<file path="src/logic/csr_pkg.sv">
package csr_pkg;

    typedef logic [31:0] csr_word_t;

    // Privilege level
    typedef logic [1:0] plv_t;

    localparam plv_t PLV_KERNEL = 2'd0;
    localparam plv_t PLV_USER   = 2'd3;

    // DMW window enables per privilege level
    localparam int DMW_PLV0_BIT = 0;
    localparam int DMW_PLV3_BIT = 3;

    // Segment fields of a DMW word, three bits each
    localparam int DMW_SEG_W    = 3;
    localparam int DMW_PSEG_LSB = 25;
    localparam int DMW_VSEG_LSB = 29;

endpackage

</file>
<file path="src/logic/fetch_pkg.sv">
package fetch_pkg;

    // Instructions per fetch block
    // The line-split logic in the IFU assumes exactly two slots
    localparam int FETCH_WIDTH = 2;

    localparam int ADDR_W  = 32;
    localparam int INSTR_W = 32;

    // ICache line holds four words
    localparam int LINE_W = 128;

    typedef logic [ADDR_W-1:0]  addr_t;
    typedef logic [INSTR_W-1:0] instr_t;
    typedef logic [LINE_W-1:0]  line_t;

    // One-hot fetch exception flags
    // Bits 2 and 3 (PIF, PPI) need the TLB and stay zero
    typedef logic [3:0] ecode_t;

    localparam int ECODE_ADEF_BIT = 0;
    localparam int ECODE_TLBR_BIT = 1;

    typedef enum logic [2:0] {
        IDLE,
        XLATE,
        WAIT_RD,
        OUTPUT,
        DRAIN
    } ifu_state_e;

endpackage
</file>
<file path="src/logic/frontend.sv">
`timescale 1ns/10ps

module frontend #(
    parameter fetch_pkg::addr_t RESET_PC  = 32'h1c00_0000,
    parameter int               FTQ_DEPTH = 4
) (
    input  logic                                          clk,
    input  logic                                          rst_n,

    // Backend
    input  logic                                          flush_i,
    input  fetch_pkg::addr_t                              flush_pc_i,
    input  logic                                          ib_stall_i,

    // CSR
    input  logic                                          csr_da_i,
    input  logic                                          csr_pg_i,
    input  csr_pkg::plv_t                                 csr_plv_i,
    input  csr_pkg::csr_word_t                            csr_dmw0_i,
    input  csr_pkg::csr_word_t                            csr_dmw1_i,

    // ICache, fixed dual port
    output logic [1:0]                                    icache_rd_req_o,
    output fetch_pkg::addr_t [1:0]                        icache_rd_addr_o,
    input  logic [1:0]                                    icache_rd_valid_i,
    input  fetch_pkg::line_t [1:0]                        icache_rd_data_i,

    // Instruction buffer
    output logic [fetch_pkg::FETCH_WIDTH-1:0]             ib_valid_o,
    output fetch_pkg::addr_t [fetch_pkg::FETCH_WIDTH-1:0] ib_pc_o,
    output fetch_pkg::instr_t [fetch_pkg::FETCH_WIDTH-1:0] ib_instr_o,
    output fetch_pkg::ecode_t                             ib_ecode_o
);

    logic             blk_valid;
    fetch_pkg::addr_t blk_pc;
    logic             blk_cross;
    logic             ftq_full;

    logic             head_valid;
    fetch_pkg::addr_t head_pc;
    logic             head_cross;
    logic             ifu_accept;

    pc_gen #(
        .RESET_PC (RESET_PC)
    ) u_pc_gen (
        .clk         (clk),
        .rst_n       (rst_n),
        .flush_i     (flush_i),
        .flush_pc_i  (flush_pc_i),
        .ftq_full_i  (ftq_full),
        .blk_valid_o (blk_valid),
        .blk_pc_o    (blk_pc),
        .blk_cross_o (blk_cross)
    );

    ftq #(
        .FTQ_DEPTH (FTQ_DEPTH)
    ) u_ftq (
        .clk          (clk),
        .rst_n        (rst_n),
        .flush_i      (flush_i),
        .enq_valid_i  (blk_valid),
        .enq_pc_i     (blk_pc),
        .enq_cross_i  (blk_cross),
        .full_o       (ftq_full),
        .deq_accept_i (ifu_accept),
        .head_valid_o (head_valid),
        .head_pc_o    (head_pc),
        .head_cross_o (head_cross)
    );

    ifu u_ifu (
        .clk               (clk),
        .rst_n             (rst_n),
        .flush_i           (flush_i),
        .head_valid_i      (head_valid),
        .head_pc_i         (head_pc),
        .head_cross_i      (head_cross),
        .accept_o          (ifu_accept),
        .csr_da_i          (csr_da_i),
        .csr_pg_i          (csr_pg_i),
        .csr_plv_i         (csr_plv_i),
        .csr_dmw0_i        (csr_dmw0_i),
        .csr_dmw1_i        (csr_dmw1_i),
        .icache_rd_req_o   (icache_rd_req_o),
        .icache_rd_addr_o  (icache_rd_addr_o),
        .icache_rd_valid_i (icache_rd_valid_i),
        .icache_rd_data_i  (icache_rd_data_i),
        .ib_stall_i        (ib_stall_i),
        .ib_valid_o        (ib_valid_o),
        .ib_pc_o           (ib_pc_o),
        .ib_instr_o        (ib_instr_o),
        .ib_ecode_o        (ib_ecode_o)
    );

endmodule

</file>
<file path="src/logic/ifu.sv">
`timescale 1ns/10ps

module ifu (
    input  logic                                        clk,
    input  logic                                        rst_n,

    input  logic                                        flush_i,

    // Queue head
    input  logic                                        head_valid_i,
    input  fetch_pkg::addr_t                            head_pc_i,
    input  logic                                        head_cross_i,
    output logic                                        accept_o,

    input  logic                                        csr_da_i,
    input  logic                                        csr_pg_i,
    input  csr_pkg::plv_t                               csr_plv_i,
    input  csr_pkg::csr_word_t                          csr_dmw0_i,
    input  csr_pkg::csr_word_t                          csr_dmw1_i,

    // Dual-port ICache
    output logic [1:0]                                  icache_rd_req_o,
    output fetch_pkg::addr_t [1:0]                      icache_rd_addr_o,
    input  logic [1:0]                                  icache_rd_valid_i,
    input  fetch_pkg::line_t [1:0]                      icache_rd_data_i,

    // Instruction buffer
    input  logic                                        ib_stall_i,
    output logic [fetch_pkg::FETCH_WIDTH-1:0]           ib_valid_o,
    output fetch_pkg::addr_t [fetch_pkg::FETCH_WIDTH-1:0] ib_pc_o,
    output fetch_pkg::instr_t [fetch_pkg::FETCH_WIDTH-1:0] ib_instr_o,
    output fetch_pkg::ecode_t                           ib_ecode_o
);

    fetch_pkg::ifu_state_e state_q;
    fetch_pkg::ifu_state_e state_d;

    logic [1:0] pending_q;
    logic [1:0] pending_d;
    logic [1:0] rd_req_q;
    logic [1:0] rd_req_d;

    fetch_pkg::addr_t  xl_paddr;
    fetch_pkg::ecode_t xl_ecode;

    fetch_pkg::addr_t [1:0] rd_addr_q;
    fetch_pkg::addr_t       pc_q;
    fetch_pkg::ecode_t      ecode_q;
    logic [1:0]             word_sel_q;
    fetch_pkg::line_t [1:0] line_q;

    logic [2*fetch_pkg::LINE_W-1:0] line_pair;
    logic [2:0]                     sel0;
    logic [2:0]                     sel1;
    logic                           fault;

    addr_xlate u_addr_xlate (
        .vaddr_i    (head_pc_i),
        .csr_da_i   (csr_da_i),
        .csr_pg_i   (csr_pg_i),
        .csr_plv_i  (csr_plv_i),
        .csr_dmw0_i (csr_dmw0_i),
        .csr_dmw1_i (csr_dmw1_i),
        .paddr_o    (xl_paddr),
        .ecode_o    (xl_ecode)
    );

    // Head is consumed in XLATE unless a flush clears the queue anyway
    assign accept_o = (state_q == fetch_pkg::XLATE) && !flush_i;

    always_comb begin
        state_d   = state_q;
        pending_d = pending_q & ~icache_rd_valid_i;
        rd_req_d  = '0;
        case (state_q)
            fetch_pkg::IDLE: begin
                if (head_valid_i && !flush_i) begin
                    state_d = fetch_pkg::XLATE;
                end
            end
            fetch_pkg::XLATE: begin
                if (flush_i) begin
                    state_d = fetch_pkg::IDLE;
                end else if (xl_ecode != '0) begin
                    // Faulting block skips the cache
                    state_d = fetch_pkg::OUTPUT;
                end else begin
                    rd_req_d  = {head_cross_i, 1'b1};
                    pending_d = {head_cross_i, 1'b1};
                    state_d   = fetch_pkg::WAIT_RD;
                end
            end
            fetch_pkg::WAIT_RD: begin
                if (flush_i) begin
                    state_d = (pending_d != '0) ? fetch_pkg::DRAIN : fetch_pkg::IDLE;
                end else if (pending_d == '0) begin
                    state_d = fetch_pkg::OUTPUT;
                end
            end
            fetch_pkg::OUTPUT: begin
                if (flush_i) begin
                    state_d = fetch_pkg::IDLE;
                end else if (!ib_stall_i) begin
                    state_d = head_valid_i ? fetch_pkg::XLATE : fetch_pkg::IDLE;
                end
            end
            fetch_pkg::DRAIN: begin
                if (pending_d == '0) begin
                    state_d = fetch_pkg::IDLE;
                end
            end
            default: state_d = fetch_pkg::IDLE;
        endcase
    end

    always_ff @(posedge clk or negedge rst_n) begin
        if (!rst_n) begin
            state_q   <= fetch_pkg::IDLE;
            pending_q <= '0;
            rd_req_q  <= '0;
        end else begin
            state_q   <= state_d;
            pending_q <= pending_d;
            rd_req_q  <= rd_req_d;
        end
    end

    // Block and line capture
    always_ff @(posedge clk) begin
        if (state_q == fetch_pkg::XLATE) begin
            pc_q         <= head_pc_i;
            ecode_q      <= xl_ecode;
            word_sel_q   <= xl_paddr[3:2];
            rd_addr_q[0] <= {xl_paddr[31:4], 4'b0000};
            rd_addr_q[1] <= {xl_paddr[31:4] + 28'd1, 4'b0000};
        end
        for (int p = 0; p < 2; p++) begin
            if (icache_rd_valid_i[p] && (state_q == fetch_pkg::WAIT_RD)) begin
                line_q[p] <= icache_rd_data_i[p];
            end
        end
    end

    assign icache_rd_req_o  = rd_req_q;
    assign icache_rd_addr_o = rd_addr_q;

    // Eight words across both lines; slot 1 may spill into line 1
    assign line_pair = line_q;
    assign sel0      = {1'b0, word_sel_q};
    assign sel1      = sel0 + 3'd1;
    assign fault     = (ecode_q != '0);

    always_comb begin
        ib_valid_o = '0;
        if ((state_q == fetch_pkg::OUTPUT) && !ib_stall_i && !flush_i) begin
            ib_valid_o = {!fault, 1'b1};
        end
    end

    assign ib_pc_o[0]    = pc_q;
    assign ib_pc_o[1]    = pc_q + 32'd4;
    assign ib_instr_o[0] = fault ? '0 : line_pair[sel0*fetch_pkg::INSTR_W +: fetch_pkg::INSTR_W];
    assign ib_instr_o[1] = fault ? '0 : line_pair[sel1*fetch_pkg::INSTR_W +: fetch_pkg::INSTR_W];
    assign ib_ecode_o    = ecode_q;

endmodule

</file>
<file path="src/logic/addr_xlate.sv">
`timescale 1ns/10ps

module addr_xlate (
    input  fetch_pkg::addr_t    vaddr_i,

    input  logic                csr_da_i,
    input  logic                csr_pg_i,
    input  csr_pkg::plv_t       csr_plv_i,
    input  csr_pkg::csr_word_t  csr_dmw0_i,
    input  csr_pkg::csr_word_t  csr_dmw1_i,

    output fetch_pkg::addr_t    paddr_o,
    output fetch_pkg::ecode_t   ecode_o
);

    logic dmw0_hit;
    logic dmw1_hit;
    logic mapped;
    logic adef;

    // Window enabled for this level and VSEG matches the top bits
    function automatic logic dmw_match(input csr_pkg::csr_word_t dmw,
                                       input csr_pkg::plv_t plv,
                                       input fetch_pkg::addr_t va);
        logic plv_ok;
        plv_ok = (dmw[csr_pkg::DMW_PLV0_BIT] && (plv == csr_pkg::PLV_KERNEL)) ||
                 (dmw[csr_pkg::DMW_PLV3_BIT] && (plv == csr_pkg::PLV_USER));
        return plv_ok && (va[fetch_pkg::ADDR_W-1 -: csr_pkg::DMW_SEG_W] ==
                          dmw[csr_pkg::DMW_VSEG_LSB +: csr_pkg::DMW_SEG_W]);
    endfunction

    assign dmw0_hit = csr_pg_i && dmw_match(csr_dmw0_i, csr_plv_i, vaddr_i);
    assign dmw1_hit = csr_pg_i && dmw_match(csr_dmw1_i, csr_plv_i, vaddr_i);

    // Would need the TLB
    assign mapped = csr_pg_i && !csr_da_i && !dmw0_hit && !dmw1_hit;

    assign adef = (vaddr_i[1:0] != 2'b00) ||
                  ((csr_plv_i == csr_pkg::PLV_USER) && vaddr_i[fetch_pkg::ADDR_W-1] && mapped);

    always_comb begin
        paddr_o = vaddr_i;
        ecode_o = '0;
        if (adef) begin
            ecode_o[fetch_pkg::ECODE_ADEF_BIT] = 1'b1;
        end else if (csr_da_i) begin
            paddr_o = vaddr_i;
        end else if (dmw0_hit) begin
            // DMW0 wins when both windows match
            paddr_o = {csr_dmw0_i[csr_pkg::DMW_PSEG_LSB +: csr_pkg::DMW_SEG_W], vaddr_i[28:0]};
        end else if (dmw1_hit) begin
            paddr_o = {csr_dmw1_i[csr_pkg::DMW_PSEG_LSB +: csr_pkg::DMW_SEG_W], vaddr_i[28:0]};
        end else begin
            ecode_o[fetch_pkg::ECODE_TLBR_BIT] = 1'b1;
        end
    end

endmodule

</file>
<file path="src/logic/ftq.sv">
`timescale 1ns/10ps

module ftq #(
    parameter int FTQ_DEPTH = 4
) (
    input  logic             clk,
    input  logic             rst_n,

    input  logic             flush_i,

    // Enqueue side from PC generation
    input  logic             enq_valid_i,
    input  fetch_pkg::addr_t enq_pc_i,
    input  logic             enq_cross_i,
    output logic             full_o,

    // Head of queue towards the IFU
    input  logic             deq_accept_i,
    output logic             head_valid_o,
    output fetch_pkg::addr_t head_pc_o,
    output logic             head_cross_o
);

    localparam int PTR_W = $clog2(FTQ_DEPTH);
    localparam logic [PTR_W:0] DEPTH_CNT = FTQ_DEPTH[PTR_W:0];

    fetch_pkg::addr_t pc_mem [FTQ_DEPTH];
    logic             cross_mem [FTQ_DEPTH];

    logic [PTR_W-1:0] wr_ptr_q;
    logic [PTR_W-1:0] rd_ptr_q;
    logic [PTR_W:0]   count_q;

    logic enq;
    logic deq;

    assign full_o       = (count_q == DEPTH_CNT);
    assign head_valid_o = (count_q != '0);

    assign enq = enq_valid_i && !full_o;
    assign deq = deq_accept_i && head_valid_o;

    assign head_pc_o    = pc_mem[rd_ptr_q];
    assign head_cross_o = cross_mem[rd_ptr_q];

    // Entry storage
    always_ff @(posedge clk) begin
        if (enq) begin
            pc_mem[wr_ptr_q]    <= enq_pc_i;
            cross_mem[wr_ptr_q] <= enq_cross_i;
        end
    end

    // Pointers wrap on their own since the depth is a power of two
    always_ff @(posedge clk or negedge rst_n) begin
        if (!rst_n) begin
            wr_ptr_q <= '0;
            rd_ptr_q <= '0;
            count_q  <= '0;
        end else if (flush_i) begin
            wr_ptr_q <= '0;
            rd_ptr_q <= '0;
            count_q  <= '0;
        end else begin
            if (enq) begin
                wr_ptr_q <= wr_ptr_q + 1'b1;
            end
            if (deq) begin
                rd_ptr_q <= rd_ptr_q + 1'b1;
            end
            case ({enq, deq})
                2'b10:   count_q <= count_q + 1'b1;
                2'b01:   count_q <= count_q - 1'b1;
                default: count_q <= count_q;
            endcase
        end
    end

endmodule

</file>
<file path="src/logic/pc_gen.sv">
`timescale 1ns/10ps

module pc_gen #(
    parameter fetch_pkg::addr_t RESET_PC = 32'h1c00_0000
) (
    input  logic             clk,
    input  logic             rst_n,

    input  logic             flush_i,
    input  fetch_pkg::addr_t flush_pc_i,
    input  logic             ftq_full_i,

    output logic             blk_valid_o,
    output fetch_pkg::addr_t blk_pc_o,
    output logic             blk_cross_o
);

    localparam fetch_pkg::addr_t BLK_BYTES = fetch_pkg::addr_t'(fetch_pkg::FETCH_WIDTH * 4);

    fetch_pkg::addr_t pc_q;
    fetch_pkg::addr_t pc_d;

    // Flush first, then hold on a full queue, else next block
    always_comb begin
        if (flush_i) begin
            pc_d = flush_pc_i;
        end else if (ftq_full_i) begin
            pc_d = pc_q;
        end else begin
            pc_d = pc_q + BLK_BYTES;
        end
    end

    always_ff @(posedge clk or negedge rst_n) begin
        if (!rst_n) begin
            pc_q <= RESET_PC;
        end else begin
            pc_q <= pc_d;
        end
    end

    // One block per cycle while the queue has room
    assign blk_valid_o = !ftq_full_i && !flush_i;
    assign blk_pc_o    = pc_q;

    // Last word of a line, so slot 1 sits in the next line
    assign blk_cross_o = &pc_q[3:2];

endmodule

</file>
<file path="config.mk">
export PLATFORM = sky130hd
export DESIGN_NAME = frontend
export DESIGN_NICKNAME = d
export VERILOG_FILES = /design/src/logic/csr_pkg.sv /design/src/logic/fetch_pkg.sv /design/src/logic/frontend.sv /design/src/logic/ifu.sv /design/src/logic/addr_xlate.sv /design/src/logic/ftq.sv /design/src/logic/pc_gen.sv
export SDC_FILE = /design/constraint.sdc
export NUM_CORES = 1
export LEC_CHECK = 0
export BUFFER_PORTS_ARGS = -buffer_cell sky130_fd_sc_hd__buf_2
export CORE_ASPECT_RATIO = 0.7
export CORE_MARGIN = 2
export CORE_UTILIZATION = 32
export CTS_BUF_LIST = sky130_fd_sc_hd__clkbuf_8
export DETAILED_ROUTE_END_ITERATION = 10
export RECOVER_POWER = 50
export SLEW_MARGIN = 20
export SYNTH_ARGS = -nofsm -noshare
export SYNTH_HDL_FRONTEND = slang
export SYNTH_HIERARCHICAL = 1
export SYNTH_SLANG_ARGS = --single-unit
</file>
<file path="constraint.sdc">
create_clock -name clk -period 17.11 [get_ports clk]
set_clock_uncertainty 0.05 [all_clocks]
set_input_delay 3.422 -clock clk [delete_from_list [all_inputs] [get_ports clk]]
set_output_delay 3.422 -clock clk [all_outputs]
set_load 0.05 [all_outputs]
</file>
* Word level (Yosys, flattened, before mapping) *
Memories as Yosys holds them, arrays and structs flattened.
Index checks and enable logic that the tools add are counted.

storage, ports and cells
  output and inout bits = 200
  logic and storage cells = 127
  memories kept = 2
  RAM bits = 132
  input bits = 362
  register bits after elaboration = 394

memories
  name             depth  width  rd ports  clocked after Yosys merged registers in  wr ports  RTL line   text
  u_ftq.pc_mem     4      32     1         0                                        1         ftq.sv:27  fetch_pkg::addr_t pc_mem [FTQ_DEPTH];
  u_ftq.cross_mem  4      1      1         0                                        1         ftq.sv:28  logic cross_mem [FTQ_DEPTH];

cells by class
  shift-type cells = 2
  add/sub/neg operators = 8
  bitwise operators = 2
  equality and inequality tests = 15
  mux-type cells = 39
  reductions and logical operators = 45

operators by type and width
  kind                   number
  $mux 32                8
  $shiftx 256x8->32      1
  $shiftx 256x9->32      1
  $add 32x3->32 const B  1
  $add 32x4->32 const B  1
  $add 28x1->28 const B  1
  $mux 3                 9
  $logic_and 1x1->1      22
  $mux 2                 11
  $pmux 3 s5             1
  $mux 1                 9
  $reduce_bool 2->1      4
  $reduce_bool 4->1      2
  $logic_not 1->1        7
  $eq 3x2->1 const B     2
  $eq 3x3->1             2
  $eq 3x3->1 const B     2
  $pmux 3 s2             1
  $reduce_bool 3->1      2
  $add 2x1->2 const B    2
  $eq 2x2->1 const B     2
  $logic_not 2->1        2
  $ne 2x1->1 const B     2
  $reduce_and 4->1       1
  13 further kinds       15

* Logic depth before layout (Yosys ltp) *
  word-level depth = 15
  depth in mapped cells = 12
  depth with buffers taken out = 10

* Modules after synthesis *
The synthesis kept the hierarchy.

modules (own cells, without submodules)
  module      sequential area each (sq um)  times used  cells each  area each (sq um)
  ifu         7,802.5                       1           603         11,178.2
  ftq         4,139.0                       1           239         5,352.6
  pc_gen      804.5                         1           194         1,766.7
  addr_xlate  0.0                           1           69          489.2

* Least setup slack after synthesis *
No wires, ideal clock.

  path type = in2reg
  from = in icache_rd_valid_i[0]
  to = reg u_ifu.line_q, in the netlist u_ifu/line_pair[0], enable pin
  data arrival time = 12.576 ns
  path slack = 3.686 ns
  stages = 1
  cell sequence = nor3b_1

on the way
  cells in the longest elaborated chain, start to end = 1

ends and longest elaborated chain
  element                         RTL line        text
  start: declaration              frontend.sv:25  input logic [1:0] icache_rd_valid_i,
  $logic_and 1x1->1               ifu.sv:138      if (icache_rd_valid_i[p] && (state_q == fetch_pkg::WAIT_RD)) begin
  end signal: indexed assignment  ifu.sv:139      line_q[p] <= icache_rd_data_i[p];
  end: declaration                ifu.sv:50       fetch_pkg::line_t [1:0] line_q;

Every way passes these cells.
A chain may end at the register's enable or synchronous reset.

* Final worst setup path *
  from = in flush_i
  to = out ib_valid_o[1] (netlist name)

on the way
  cells in the longest elaborated chain, start to end = 3

ends and longest elaborated chain
  element             RTL line        text
  start: declaration  frontend.sv:11  input logic flush_i,
  $logic_not 1->1     ifu.sv:155      if ((state_q == fetch_pkg::OUTPUT) && !ib_stall_i && !flush_i) begin
  $logic_and 1x1->1   ifu.sv:155
  $mux 2              ifu.sv:155
  end: declaration    frontend.sv:29  output logic [fetch_pkg::FETCH_WIDTH-1:0] ib_valid_o,

Every way passes these cells.

==> qor.yml <==
multi_input_area_sq_um: 5400
fin_area_sq_um: 22800
route.detailed.drc: 0
worst_ep_arrival_time_ns: 5.69
die_h_microns: 207
rows: 74
vias: 11300
tightest_slew_ns: 4.39
cts_buffers: 72
grt_pass1_wl_microns: 68400
die_w_microns: 293
ir_drop_v: 0.0000556
place_area_sq_um: 21400
pre_cts_slack_ns: 9.14
hpwlAfterDp_microns: 32700
insertion_delay_ns: 0.65
syn_area_sq_um: 18800
reg2reg_from: "u_ifu/state_q[0]"
fin_crit_sh_pct: 53.5
synth_cells: 1103
ant_nets: 0
grt_max_degree: 83
critPathMostFrequentCell: "buf_2"
worstPathRequired_ns: 13.64
wl_microns: 47400
grt_antenna_before_repair: 7
total_power_mw: 2.85
clk_path_buf_depth: 3
crit_path_start_kind: "input pin"
routabilityCongestion: 0.829
reg2reg_slack_ns: 11.46
final_util_pct: 39.1
seq_area_sq_um: 12700
layout-drive-gt1-share_pct: 40.2
failed_checks: "max-capacitance violations, max-slew violations"
reg2reg_to: "u_ifu/icache_rd_addr_o[4]"
initial_utilization_pct: 32.3
maxCapViolCount: 5
crit_path_top_delay_cell: "clkbuf_1"
stdcell_count: 2347
layout_commonest_cell: "buf_2"
yosys_warnings: 6
viasPerCell: 4.84
wire_per_inst_microns: 20.2
grt_pass1_vias: 11500
crit_path_end: "ib_valid_o[1]"
max_stage_delay_ns: 1.65
leakage_nw: 8.51
hold_class: "reg -> reg"
critPathLaunch: "flush_i"
tns_ns: 0
end_kind: "primary output"
dieArea_sq_um: 60600
cts_resized: 0
setup_viol: 0
drt_iter0_drc: 736
postSynthAreaPerCell_sq_um: 17.0
cts_sinks: 432
n_fill_cell: 5481
hold_violations: 0
cts_setup_buffers: 0
power_density_nw_per_um2: 125
root_buffer: "clkbuf_8"
hold_buffers: 0
period_needed_ns: 9.16
crit_chain: "buf_2 -> clkbuf_1 -> nor4_1 -> buf_2"
finalWorstSetupSlack_ns: 7.95
cts_tree: "done"
layout_common_cells: "buf_2 (403), edfxtp_1 (386), mux4_2 (97), clkbuf_8 (77), xnor2_1 (56)"
slew_viol_final: 234
path_max_fanout: 53
worstSetupPathType: "in -> out"
track_usage_pct: 15.0
clkTransAtPathRegs_ns: 0.05
syn2layout_area_growth_pct: 21.2
cts_max_level: 3
dpl.cell_count: 2214
rsz0062_at_grt: "false"
drt_first_pass_iters: 5
relSlewSlack_pct: -193
hold_ws_ns: 0.443
ios: 562
core_region_area_sq_um: 58100
io_buffer_count: 409
reg2reg_depth: 3
max_freq_mhz: 109
status: "finished with violations"
finalNetCount: 1898
grt-ovfl-total: 0
==> worst min path at each step <==
stage / start / to / slack, ns / cells past startpoint
after floorplan: u_ifu/pending_q[0] / u_ifu/pending_q[0] / 0.41 / 2
after global placement: u_ifu/pending_q[0] / u_ifu/pending_q[0] / 0.43 / 2
after detailed placement: u_ifu/pending_q[0] / u_ifu/pending_q[0] / 0.43 / 2
after CTS: u_ifu/pending_q[0] / u_ifu/pending_q[0] / 0.45 / 2
after global routing: u_ifu/pending_q[0] / u_ifu/pending_q[0] / 0.48 / 2
final: u_ifu/pending_q[0] / u_ifu/pending_q[0] / 0.44 / 2
==> registers in the layout (all words and copies together) (netlist names) <==
register / cells
u_ifu/ib_ecode_o: 4
u_ifu/icache_rd_req_o: 2
u_ftq/cross_mem: 4
u_pc_gen/blk_pc_o: 32
u_ftq/wr_ptr_q: 2
u_ifu/icache_rd_addr_o: 56
u_ifu/state_q: 3
u_ifu/pending_q: 2
u_ifu/pc_q: 32
u_ifu/word_sel_q: 2
u_ftq/count_q: 3
u_ftq/pc_mem: 128
u_ifu/line_pair: 160
u_ftq/rd_ptr_q: 2
==> metal layers <==
metal,up-vias,wire (microns),GRT usage (%)
li1,5136,-,-
met5,-,25,0
met2,390,22000,22.7
met1,5744,20900,20.9
met4,4,1050,5.08
met3,75,3390,3.94
==> worst max-delay path, delay by kind of cell <==
| family | cells | cell delay [ns] |
|---|---|---|
| buffers and inverters | 3 | 2.04 |
| and+or+nand+nor | 1 | 0.21 |
==> power breakdown <==
part | internal, mW | switching [mW]
logic | 0.174 | 0.416
registers | 1.29 | 0.0647
clock network | 0.470 | 0.435
total | 1.94 | 0.916
==> layout make-up <==
class | instances | share of cell area [%]
multi-input cells | 574 | 23.7
flip-flops and latches | 432 | 56.0
repair buffers | 427 | 9.49
diodes | 3 | 0.0330
clock buffers | 77 | 4.66
well taps | 760 | 4.18
clock inverters | 53 | 1.54
inverters | 21 | 0.368
No activity file was read; power rests on OpenSTA's default activity.
